### src/design/isaPkg.sv
////////////////////////////////////////////////////////////
// instruction encoding for the three-slot bundle decoder
// field widths and bit positions of one 32-bit slot
// class and opcode enums, register index type
////////////////////////////////////////////////////////////

package isaPkg;

	// widths
	localparam int slotW = 32;
	localparam int fetchW = 96;	// three slots per fetch
	localparam int regW = 6;
	localparam int immW = 33;	// lane immediate, sign in bit 32
	localparam int jumboW = 24;	// payload of a D prefix
	localparam int imm8W = 8;

	// slot field positions
	localparam int classLsb = 28;	// class nibble in 31..28
	localparam int wexBit = 27;
	localparam int predBit = 26;	// set means if-false
	localparam int opLsb = 20;
	localparam int rnLsb = 14;
	localparam int rmLsb = 8;
	localparam int roLsb = 0;

	typedef logic [regW-1:0] regIdx;

	localparam regIdx regZzr = 6'd0;	// zero register, also idle filler

	typedef enum logic [3:0] {
		classOther = 4'h0,
		classJumbo = 4'hD,
		classPred = 4'hE,
		classUncond = 4'hF
	} slotClass;

	typedef enum logic [5:0] {
		opNop = 6'd0,
		opAdd = 6'd1,
		opSub = 6'd2,
		opAnd = 6'd3,
		opOr = 6'd4,
		opAddi = 6'd5,
		opLdi = 6'd6,
		opAddx = 6'd7,	// 128-bit, uses lanes A and B
		opMovx = 6'd8,	// 128-bit, uses lanes A and B
		opInvop = 6'd63
	} opcode;

	// first raw opcode that has no meaning
	localparam int opLimit = 9;

endpackage

### src/design/decodePkg.sv
////////////////////////////////////////////////////////////
// decoded slot info and lane result structs
// bundle form and predicate enums
// idle lane value
////////////////////////////////////////////////////////////

package decodePkg;

	localparam int laneCount = 3;

	typedef enum logic [1:0] {
		predAlways,
		predTrue,
		predFalse
	} predMode;

	typedef enum logic [1:0] {
		formScalar,
		formWex2,
		formWex3,
		formJumbo
	} bundleForm;

	typedef struct packed {
		logic isOp;	// class E or F
		logic isJumbo;
		logic wex;	// flag set and wex mode enabled
		isaPkg::opcode op;
		predMode pred;
		isaPkg::regIdx rn;
		isaPkg::regIdx rm;
		isaPkg::regIdx ro;
		logic [isaPkg::imm8W-1:0] imm8;
		logic hasImm;
		logic [isaPkg::jumboW-1:0] payload;
	} slotInfo;

	typedef struct packed {
		isaPkg::opcode op;
		predMode pred;
		isaPkg::regIdx rn;
		isaPkg::regIdx rm;
		isaPkg::regIdx ro;
		logic [isaPkg::immW-1:0] imm;
	} laneResult;

	// nop on the zero register
	localparam laneResult laneIdle = '{
		op: isaPkg::opNop,
		pred: predAlways,
		rn: isaPkg::regZzr,
		rm: isaPkg::regZzr,
		ro: isaPkg::regZzr,
		imm: '0
	};

endpackage

### src/design/laneRouter.sv
////////////////////////////////////////////////////////////
// lane router for decoded slots
// bundle form, jumbo immediate merge, 128-bit op split
// second pipeline stage driving lanes A, B and C
////////////////////////////////////////////////////////////

`timescale 1ns/10ps

module laneRouter (
	input logic clock,
	input logic rstN,
	input logic inValid,
	input decodePkg::slotInfo slot0,
	input decodePkg::slotInfo slot1,
	input decodePkg::slotInfo slot2,
	output logic laneValid,
	output decodePkg::laneResult laneA,
	output decodePkg::laneResult laneB,
	output decodePkg::laneResult laneC,
	output logic [1:0] bundleLen
);

	decodePkg::bundleForm form;
	decodePkg::laneResult lane0;
	decodePkg::laneResult lane1;
	decodePkg::laneResult lane2;
	decodePkg::laneResult nextLane [decodePkg::laneCount];
	logic [1:0] nextLen;

	// apply the immediate and register rules to one slot
	function automatic decodePkg::laneResult buildLane(input decodePkg::slotInfo s);
		decodePkg::laneResult r;
		r.op = s.isOp ? s.op : isaPkg::opInvop;
		r.pred = s.pred;
		r.rn = s.rn;
		r.rm = (s.op == isaPkg::opLdi) ? isaPkg::regZzr : s.rm;
		r.ro = s.hasImm ? isaPkg::regZzr : s.ro;
		r.imm = s.hasImm ?
			{{(isaPkg::immW-isaPkg::imm8W){s.imm8[isaPkg::imm8W-1]}}, s.imm8} : '0;
		return r;
	endfunction

	function automatic logic isWide(input decodePkg::laneResult r);
		return (r.op == isaPkg::opAddx) || (r.op == isaPkg::opMovx);
	endfunction

	// no room for a lane pair inside a wide bundle
	function automatic decodePkg::laneResult wexLane(input decodePkg::laneResult r);
		decodePkg::laneResult w;
		w = r;
		if (isWide(r))
		begin
			w.op = isaPkg::opInvop;
		end
		return w;
	endfunction

	assign lane0 = buildLane(slot0);
	assign lane1 = buildLane(slot1);
	assign lane2 = buildLane(slot2);

	// bundle form, jumbo prefix takes priority
	always_comb
	begin
		if (slot0.isJumbo && slot1.isOp)
		begin
			form = decodePkg::formJumbo;
		end
		else if (!slot0.isOp)
		begin
			form = decodePkg::formScalar;	// lane A ends up invalid
		end
		else if (slot0.wex && slot1.wex)
		begin
			form = decodePkg::formWex3;
		end
		else if (slot0.wex)
		begin
			form = decodePkg::formWex2;
		end
		else
		begin
			form = decodePkg::formScalar;
		end
	end

	always_comb
	begin
		for (int i = 0; i < decodePkg::laneCount; i++)
		begin
			nextLane[i] = decodePkg::laneIdle;
		end
		nextLen = 2'd1;

		case (form)
			decodePkg::formWex3:
			begin
				// reverse slot order across the lanes
				nextLane[0] = wexLane(lane2);
				nextLane[1] = wexLane(lane1);
				nextLane[2] = wexLane(lane0);
				nextLen = 2'd3;
			end
			decodePkg::formWex2:
			begin
				nextLane[0] = wexLane(lane1);
				nextLane[1] = wexLane(lane0);
				nextLen = 2'd2;
			end
			decodePkg::formJumbo:
			begin
				nextLane[0] = lane1;
				nextLane[0].imm = {{(isaPkg::immW-isaPkg::slotW){slot0.payload[isaPkg::jumboW-1]}},
					slot0.payload, slot1.imm8};	// 24 + 8 bits
				nextLen = 2'd2;
			end
			default:
			begin
				nextLane[0] = lane0;
			end
		endcase

		// 128-bit op on an even/odd register pair
		if ((form == decodePkg::formScalar || form == decodePkg::formJumbo) &&
			isWide(nextLane[0]))
		begin
			nextLane[1] = nextLane[0];
			nextLane[0].rn[0] = 1'b0;
			nextLane[0].rm[0] = 1'b0;
			nextLane[0].ro[0] = 1'b0;
			nextLane[1].rn[0] = 1'b1;
			nextLane[1].rm[0] = 1'b1;
			nextLane[1].ro[0] = 1'b1;
		end
	end

	// second pipeline stage, lanes are idle out of reset
	always_ff @(posedge clock or negedge rstN)
	begin
		if (!rstN)
		begin
			laneValid <= 1'b0;
			laneA <= decodePkg::laneIdle;
			laneB <= decodePkg::laneIdle;
			laneC <= decodePkg::laneIdle;
			bundleLen <= 2'd0;
		end
		else
		begin
			laneValid <= inValid;
			laneA <= nextLane[0];
			laneB <= nextLane[1];
			laneC <= nextLane[2];
			bundleLen <= nextLen;
		end
	end

	// only a three-wide bundle reaches lane C
	laneCIdle: assert property (@(posedge clock) disable iff (!rstN)
		(bundleLen != 2'd3) |-> (laneC == decodePkg::laneIdle));

	lenNonZero: assert property (@(posedge clock) disable iff (!rstN)
		laneValid |-> (bundleLen != 2'd0));

endmodule

### src/design/slotDecoder.sv
////////////////////////////////////////////////////////////
// single slot decoder
// class, opcode range check, predicate and wex flag
// one register stage of slot info
////////////////////////////////////////////////////////////

`timescale 1ns/10ps

module slotDecoder (
	input logic clock,
	input logic rstN,
	input logic inValid,
	input logic [isaPkg::slotW-1:0] slotWord,
	input logic wexEnable,
	output logic outValid,
	output decodePkg::slotInfo slot
);

	isaPkg::slotClass slotCls;
	logic [$bits(isaPkg::opcode)-1:0] rawOp;
	decodePkg::slotInfo nextSlot;

	assign rawOp = slotWord[isaPkg::opLsb +: $bits(isaPkg::opcode)];

	// class nibble
	always_comb
	begin
		case (slotWord[isaPkg::classLsb +: 4])
			4'hF: slotCls = isaPkg::classUncond;
			4'hE: slotCls = isaPkg::classPred;
			4'hD: slotCls = isaPkg::classJumbo;
			default: slotCls = isaPkg::classOther;	// compact forms not handled
		endcase
	end

	always_comb
	begin
		nextSlot = '0;
		nextSlot.isOp = (slotCls == isaPkg::classUncond) || (slotCls == isaPkg::classPred);
		nextSlot.isJumbo = (slotCls == isaPkg::classJumbo);
		nextSlot.wex = slotWord[isaPkg::wexBit] && wexEnable;

		// anything past the last defined opcode is invalid
		if (rawOp < isaPkg::opLimit)
		begin
			nextSlot.op = isaPkg::opcode'(rawOp);
		end
		else
		begin
			nextSlot.op = isaPkg::opInvop;
		end

		if (slotCls == isaPkg::classPred)
		begin
			nextSlot.pred = slotWord[isaPkg::predBit] ? decodePkg::predFalse :
				decodePkg::predTrue;
		end
		else
		begin
			nextSlot.pred = decodePkg::predAlways;	// F and everything else
		end

		nextSlot.rn = slotWord[isaPkg::rnLsb +: isaPkg::regW];
		nextSlot.rm = slotWord[isaPkg::rmLsb +: isaPkg::regW];
		nextSlot.ro = slotWord[isaPkg::roLsb +: isaPkg::regW];
		nextSlot.imm8 = slotWord[isaPkg::imm8W-1:0];	// shares bits with ro
		nextSlot.hasImm = (nextSlot.op == isaPkg::opAddi) ||
			(nextSlot.op == isaPkg::opLdi);
		nextSlot.payload = slotWord[isaPkg::jumboW-1:0];
	end

	// first pipeline stage
	always_ff @(posedge clock or negedge rstN)
	begin
		if (!rstN)
		begin
			outValid <= 1'b0;
			slot <= '0;
		end
		else
		begin
			outValid <= inValid;
			slot <= nextSlot;
		end
	end

	// valid must stay driven once out of reset, the router relies on it
	validKnown: assert property (@(posedge clock) disable iff (!rstN)
		!$isunknown(outValid));

endmodule

### src/design/wexDecoder.sv
////////////////////////////////////////////////////////////
// wide-issue bundle decoder top
// three slot decoders feeding the lane router
////////////////////////////////////////////////////////////

`timescale 1ns/10ps

module wexDecoder (
	input logic clock,
	input logic rstN,
	input logic fetchValid,
	input logic [isaPkg::fetchW-1:0] fetchWord,
	input logic wexEnable,
	output logic laneValid,
	output decodePkg::laneResult laneA,
	output decodePkg::laneResult laneB,
	output decodePkg::laneResult laneC,
	output logic [1:0] bundleLen
);

	decodePkg::slotInfo slot0;
	decodePkg::slotInfo slot1;
	decodePkg::slotInfo slot2;
	logic slotValid;	// shared by all three slots

	slotDecoder slotDec0 (
		.clock(clock),
		.rstN(rstN),
		.inValid(fetchValid),
		.slotWord(fetchWord[0 +: isaPkg::slotW]),
		.wexEnable(wexEnable),
		.outValid(slotValid),
		.slot(slot0)
	);

	slotDecoder slotDec1 (
		.clock(clock),
		.rstN(rstN),
		.inValid(fetchValid),
		.slotWord(fetchWord[isaPkg::slotW +: isaPkg::slotW]),
		.wexEnable(wexEnable),
		.outValid(),
		.slot(slot1)
	);

	slotDecoder slotDec2 (
		.clock(clock),
		.rstN(rstN),
		.inValid(fetchValid),
		.slotWord(fetchWord[2*isaPkg::slotW +: isaPkg::slotW]),
		.wexEnable(wexEnable),
		.outValid(),
		.slot(slot2)
	);

	laneRouter router (
		.clock(clock),
		.rstN(rstN),
		.inValid(slotValid),
		.slot0(slot0),
		.slot1(slot1),
		.slot2(slot2),
		.laneValid(laneValid),
		.laneA(laneA),
		.laneB(laneB),
		.laneC(laneC),
		.bundleLen(bundleLen)
	);

endmodule

### config.mk
export PLATFORM = sky130hd
export DESIGN_NAME = wexDecoder
export DESIGN_NICKNAME = d
export VERILOG_FILES = /design/src/design/isaPkg.sv /design/src/design/decodePkg.sv /design/src/design/laneRouter.sv /design/src/design/slotDecoder.sv /design/src/design/wexDecoder.sv
export SDC_FILE = /design/constraint.sdc
export NUM_CORES = 1
export LEC_CHECK = 0
export ABC_CLOCK_PERIOD_IN_PS = 2800
export BUFFER_PORTS_ARGS = -buffer_cell sky130_fd_sc_hd__buf_2
export CAP_MARGIN = 30
export CORE_MARGIN = 8
export CORE_UTILIZATION = 46
export DETAILED_ROUTE_END_ITERATION = 6
export PLACE_DENSITY_LB_ADDON = 0.3
export SLEW_MARGIN = 5
export SYNTH_ARGS = -nofsm -noshare
export SYNTH_HDL_FRONTEND = slang
export SYNTH_SLANG_ARGS = --single-unit
### constraint.sdc
create_clock -name clock -period 2.8 [get_ports clock]
set_clock_uncertainty 0.05 [all_clocks]
set_input_delay 0.28 -clock clock [delete_from_list [all_inputs] [get_ports clock]]
set_output_delay 0.28 -clock clock [all_outputs]
set_load 0.03 [all_outputs]
# --- Word-level counts from Yosys, hierarchy flattened ---
# Index checks and enable logic that the tools add are counted.
totals:
  register_bits: 316
  input_bits: 100
classes:
  magnitude_cmp: 3
  n_mux: 39
  n_reduce_logical: 18
  n_eq_ne: 36
ops:
  columns: ["cell", "count"]
  rows:
  - ["59-bit case mux with 3 select lines", 1]
  - ["59-bit two-way mux", 2]
  - ["59-bit case mux with 2 select lines", 1]
  - ["33-bit two-way mux", 3]
  - ["6-bit two-way mux", 15]
  - ["6-bit by 3-bit == test with 1-bit output, second input constant", 13]
  - ["4-bit == test, second input constant", 16]
  - ["4-bit case mux with 3 select lines", 3]
  - ["6-bit by 4-bit == test with 1-bit output, second input constant", 4]
  - ["6-bit by 4-bit < comparator with 1-bit output, second input constant", 3]
  - ["2-bit two-way mux", 9]
  - ["1-bit logical OR", 11]
  - ["1-bit logical AND", 5]
  - ["2-bit == test, second input constant", 2]
  - ["1-bit two-way mux", 4]
  - ["2-bit case mux with 2 select lines", 1]
  - ["2-bit by 1-bit == test with 1-bit output, second input constant", 1]
  - ["2-bit zero test", 1]
  - ["2-bit OR reduction", 1]

# --- Depth between registers and ports, before layout ---
logic_depth:
  ltp_word: 10
  depth_mapped: 14
  ltp_nobuf: 11

# --- Modules after synthesis ---
# Synthesis repeated with hierarchy kept, for this count alone.
hier_totals:
  hier_cells: 917
  hier_area_um2: 10511.3
by_module_without_submodules:
  columns: ["module", "n_inst", "cells_per_inst", "seq_area_each_um2", "area_each_um2"]
  rows:
  - ["laneRouter", 1, 671, 3828.7, 6769.0]
  - ["slotDecoder", 3, 82, 925.9, 1247.4]

# --- Worst setup path after synthesis ---
# No wires, ideal clock.
synth_path:
  path_kind: "reg-to-reg"
  startpoint: "register slotDec0.slot[61] in the netlist's numbering"
  endpoint: "register, netlist name router.laneB[49]"
  setup_ps: 121
  t_arrival_ps: 2831
  period_less_slack_ps: 3002
  path_slack_ps: -202
  path_buffers: 2
  path_stages_with_launch: 13
  cell_sequence: "dfrtp_1 nand2_1 o21ai_1 inv_1 ha_1 and4bb_1 nor3b_1 o32a_1 and4_1 o21a_1 buf_6 buf_6 a22o_1"
synth_rtl:
  columns: ["element", "line_no", "source"]
  rows:
  - ["start: declaration", "slotDecoder.sv:16", "output decodePkg::slotInfo slot"]
  - ["start signal: assignment", "slotDecoder.sv:83", "slot <= nextSlot;"]

==> metrics <==
status=finished with violations; failing checks=negative setup slack; total track usage=22.7%; hold_ws=0.0132 ns; Mapped Cells=756; R2R Path Start=slotDec0.slot[61]; Nets=1251; Most used DFF post-synth=dfrtp_1; Mean Syn Cell Area=12.5 µm²; pin count of the biggest net entering global routing=78; worst-skew pair later-pin latency=0.53 ns; Post-synth EDFFs=0; critical path cell sequence=nand2_2 > o21ai_4 > buf_4 > ha_4 > buf_8 > nor2_4 > o211ai_1 > o32a_1 > and4_4 > o21a_4 > buf_12 > clkbuf_16 > a22o_1; Remaining Overflow, GRT=0; max frequency=0.353 GHz; Hold/Removal Path Class=primary input to flop; Final Cycle Share=101%; Yosys reg bits=251; maximum VDD drop=0.414 mV; Worst R2R End=router.laneB[48]; total CTS buffers=25; share of layout cells above drive strength 1=35.7%; First DRT Iteration DRCs=499; ANT nets after route=0; vias in the first global route=8118; antenna violations before repair=1; required time worst endpoint=3.16 ns; chip width=159 µm; Initial Util=46.7%; Core ar.=20200 µm²; RSZ-0062 raised after global routing=yes; CP endpoint kind=flop; max-cap viol count=0; min setup slack post-route=-0.0341 ns; Seq/Total Area, Yosys=66.5%; clock sink total=251; # rows=52; Clock Tree Root=clkbuf_16; post-synth cell types=53; router iterations before antenna repair=7; I/O pin cnt=280; Sum Neg Setup Slack=-0.366 ns; WL final=30400 µm; Post-Synth Simple-Gate Area=10.2%; slowest stage cell on the critical path=o32a_1; design area=13500 µm²; first-pass GRT wire length=46100 µm; Synth Area in XOR/XNOR=0.278%; mux cell area share after synthesis=0%; Max clock buf depth=3; gpl congestion=0.897; Worst setup SP type=flop; CTS tree=done; Crit path arrival time=3.20 ns; Final setup viols=30; via count=7720; average routed wire per standard cell=21.1 µm; largest family of logic cells by synthesized area=compound AO/OA/AOI/OAI gates; Ys Warns=0; worst hold start=fetchWord[95]; cell family with most CP delay=compound AO/OA/AOI/OAI gates; post-synthesis compound-gate area fraction=17.4%; P_leak=6.79 nW; Power Density=587 nW/µm²; drt drc=0; IO buf count=278; Final min period=2.83 ns; Vias/cell=5.37; H-tree depth=1; Critical path buffers and inverters=4; CP max FO=6; Synth Area in Adders=0.530%; hpwl dp=19200 µm; area of placed instances=11100 µm²; Setup Crit Path Kind=flop to flop; CTS clk-pin slew, worst paths=0.06 ns; Worst Reg2Reg Path Length in Cells=13; Hold Fails Final Rpt=0; Reg2Reg Setup Slack=-0.03 ns; syn_nets=860; Tightest Pin Transition=0.983 ns; hold depth=3; Pins Over Slew Limit=0; Slew Limit Headroom=33.9%; Layout area overhead=42.4%; synthesized area=9450 µm²; fill count=1485; hold endpoint=slotDec2.slot[61]; max incr delay on CP=0.44 ns; Die H=159 µm; Async S/R FF share, synth=100%; Die Area=25400 µm²
[power by group]
group | internal [W] | switching (W)
sequential | 0.00372 | 0.0000843
clock | 0.00215 | 0.00141
combinational | 0.000232 | 0.000305
total | 0.00610 | 0.00180
[flip-flops by register name, summed over array words and instances (netlist names)]
register	count
router.laneValid	1
router.bundleLen	2
router.laneB	58
slotDec2.slot	30
slotDec0.outValid	1
router.laneA	58
router.laneC	34
slotDec0.slot	36
slotDec1.slot	31
[cell usage in the layout, fill, tap and decap left out, types with 3 or more instances in the layout]
master | Yosys | final
a222oi_1 | 5 | 5
bufinv_16 | 0 | 4
nand3_1 | 9 | 8
or3_1 | 4 | 4
buf_8 | 0 | 3
or2_2 | 10 | 9
a32o_1 | 10 | 10
clkinv_2 | 0 | 5
and2_1 | 20 | 20
nor2_1 | 21 | 21
nor3b_1 | 5 | 3
dfrtp_1 | 251 | 251
buf_4 | 27 | 42
nand2b_1 | 7 | 7
nand2_1 | 53 | 50
a221oi_1 | 5 | 4
nor3_1 | 7 | 7
a22o_1 | 68 | 68
buf_12 | 0 | 4
clkbuf_8 | 0 | 5
nand2_2 | 0 | 3
xor2_1 | 3 | 3
buf_2 | 3 | 277
and3_1 | 16 | 16
ha_4 | 0 | 3
o21ai_0 | 61 | 59
clkbuf_1 | 38 | 4
a22oi_1 | 18 | 18
clkbuf_16 | 0 | 28
o21a_1 | 7 | 6
nor4_2 | 0 | 3
inv_1 | 14 | 13
o31ai_1 | 5 | 5
dlygate4sd3_1 | 0 | 105
a21oi_1 | 35 | 33
nor2b_1 | 8 | 8
[worst max path at each step]
stage / start / to / slack, ns / cells after the start
floorplan: slotDec0.slot[61] / router.laneB[49] / 0.03 / 12
global placement: slotDec1.slot[61] / router.laneB[43] / 0.01 / 11
detailed placement: slotDec1.slot[59] / router.laneB[42] / -0.09 / 11
CTS: slotDec1.slot[61] / router.laneB[19] / -0.01 / 12
global route: slotDec0.slot[61] / router.laneB[48] / -0.12 / 12
finish: slotDec0.slot[61] / router.laneB[48] / -0.03 / 13
[repair_timing]
item / 4_1_cts / 5_1_grt
endpoints found under the hold margin: 170 / 0
hold buffers: 105 / 0
pin swaps: 8 / 39
gates cloned: 1 / 4
gates resized for setup: 14 / 22
buffers inserted: 11 / 5
setup endpoints to repair: 57 / 56
[through the flow]
| stage | utilization (%) | worst slack, ns | std cells | power [W] |
|---|---|---|---|---|
| final | 66.5 | -0.0341 | 1437 | 0.00790 |
| after global routing | 66.5 | -0.118 | 1437 | 0.00816 |
| after CTS | 65.2 | -0.0102 | 1426 | 0.00792 |
| after detailed placement | 54.8 | -0.0853 | 1263 | 0.00427 |
| after global placement | 54.8 | 0.0104 | 1263 | 0.00427 |
| after floorplan | - | 0.0303 | 756 | 0.00401 |
[cells by family after synthesis]
family,count (synthesis)
AND/OR/NAND/NOR,178
flip-flops,251
buffers and inverters,88
AO/OA/AOI/OAI,232
adder cells (fa/ha/maj),4
XOR/XNOR,3
[metal layers]
metal | part of all wire [%] | track usage, % | routed length, µm | up-vias
met5 | 0 | 0 | 0 | -
met4 | 3.4 | 9.26 | 1030 | 0
met3 | 8.6 | 5.84 | 2620 | 74
met2 | 50 | 38.6 | 15100 | 397
met1 | 38 | 27.2 | 11700 | 3786
li1 | - | - | - | 3463
[cells in the mapped netlist, drive strengths merged, types with 3 or more instances]
cell type  count  area share (%)
ha             4            0.53
nand2         53             2.1
dfrtp        251              66
and3          16             1.1
or2           10            0.66
nor2b          8            0.53
a32o          10             1.1
nor3           9            0.58
xor2           3            0.28
o31ai          5            0.40
nand2b         7            0.46
o21ai         63             3.3
a221oi         5            0.46
nor2          22            0.95
o21a           7            0.56
a222oi         5            0.53
buf           36             3.0
nor3b          5            0.40
clkbuf        38             1.5
a22o          68             6.3
a21oi         36             1.9
or3            4            0.26
nand3          9            0.48
nor4           4            0.26
nor4b          3            0.34
inv           14            0.56
and2          21             1.4
a31oi          3            0.36
a22oi         18             1.4
[worst reg2reg max path: stages (launching register included)]
cell       delay [ns]
dfrtp_1          0.41
nand2_2          0.10
o21ai_4          0.06
buf_4            0.15
ha_4             0.17
buf_8            0.12
nor2_4           0.12
o211ai_1         0.11
o32a_1           0.44
and4_4           0.22
o21a_4           0.24
buf_12           0.15
clkbuf_16        0.17
a22o_1           0.22
[final cells by class]
type | instances | area, µm² | share of cell area [%]
clock inverter | 12 | 171 | 1.27
clock buffer | 34 | 709 | 5.27
tap | 270 | 338 | 2.51
timing repair buffer | 438 | 3040 | 22.6
sequential | 251 | 6280 | 46.7
inverter | 14 | 52.6 | 0.390
multi-input combinational | 417 | 2870 | 21.3
antenna | 1 | 2.50 | 0.0186
No activity file was read; power rests on OpenSTA's default activity.
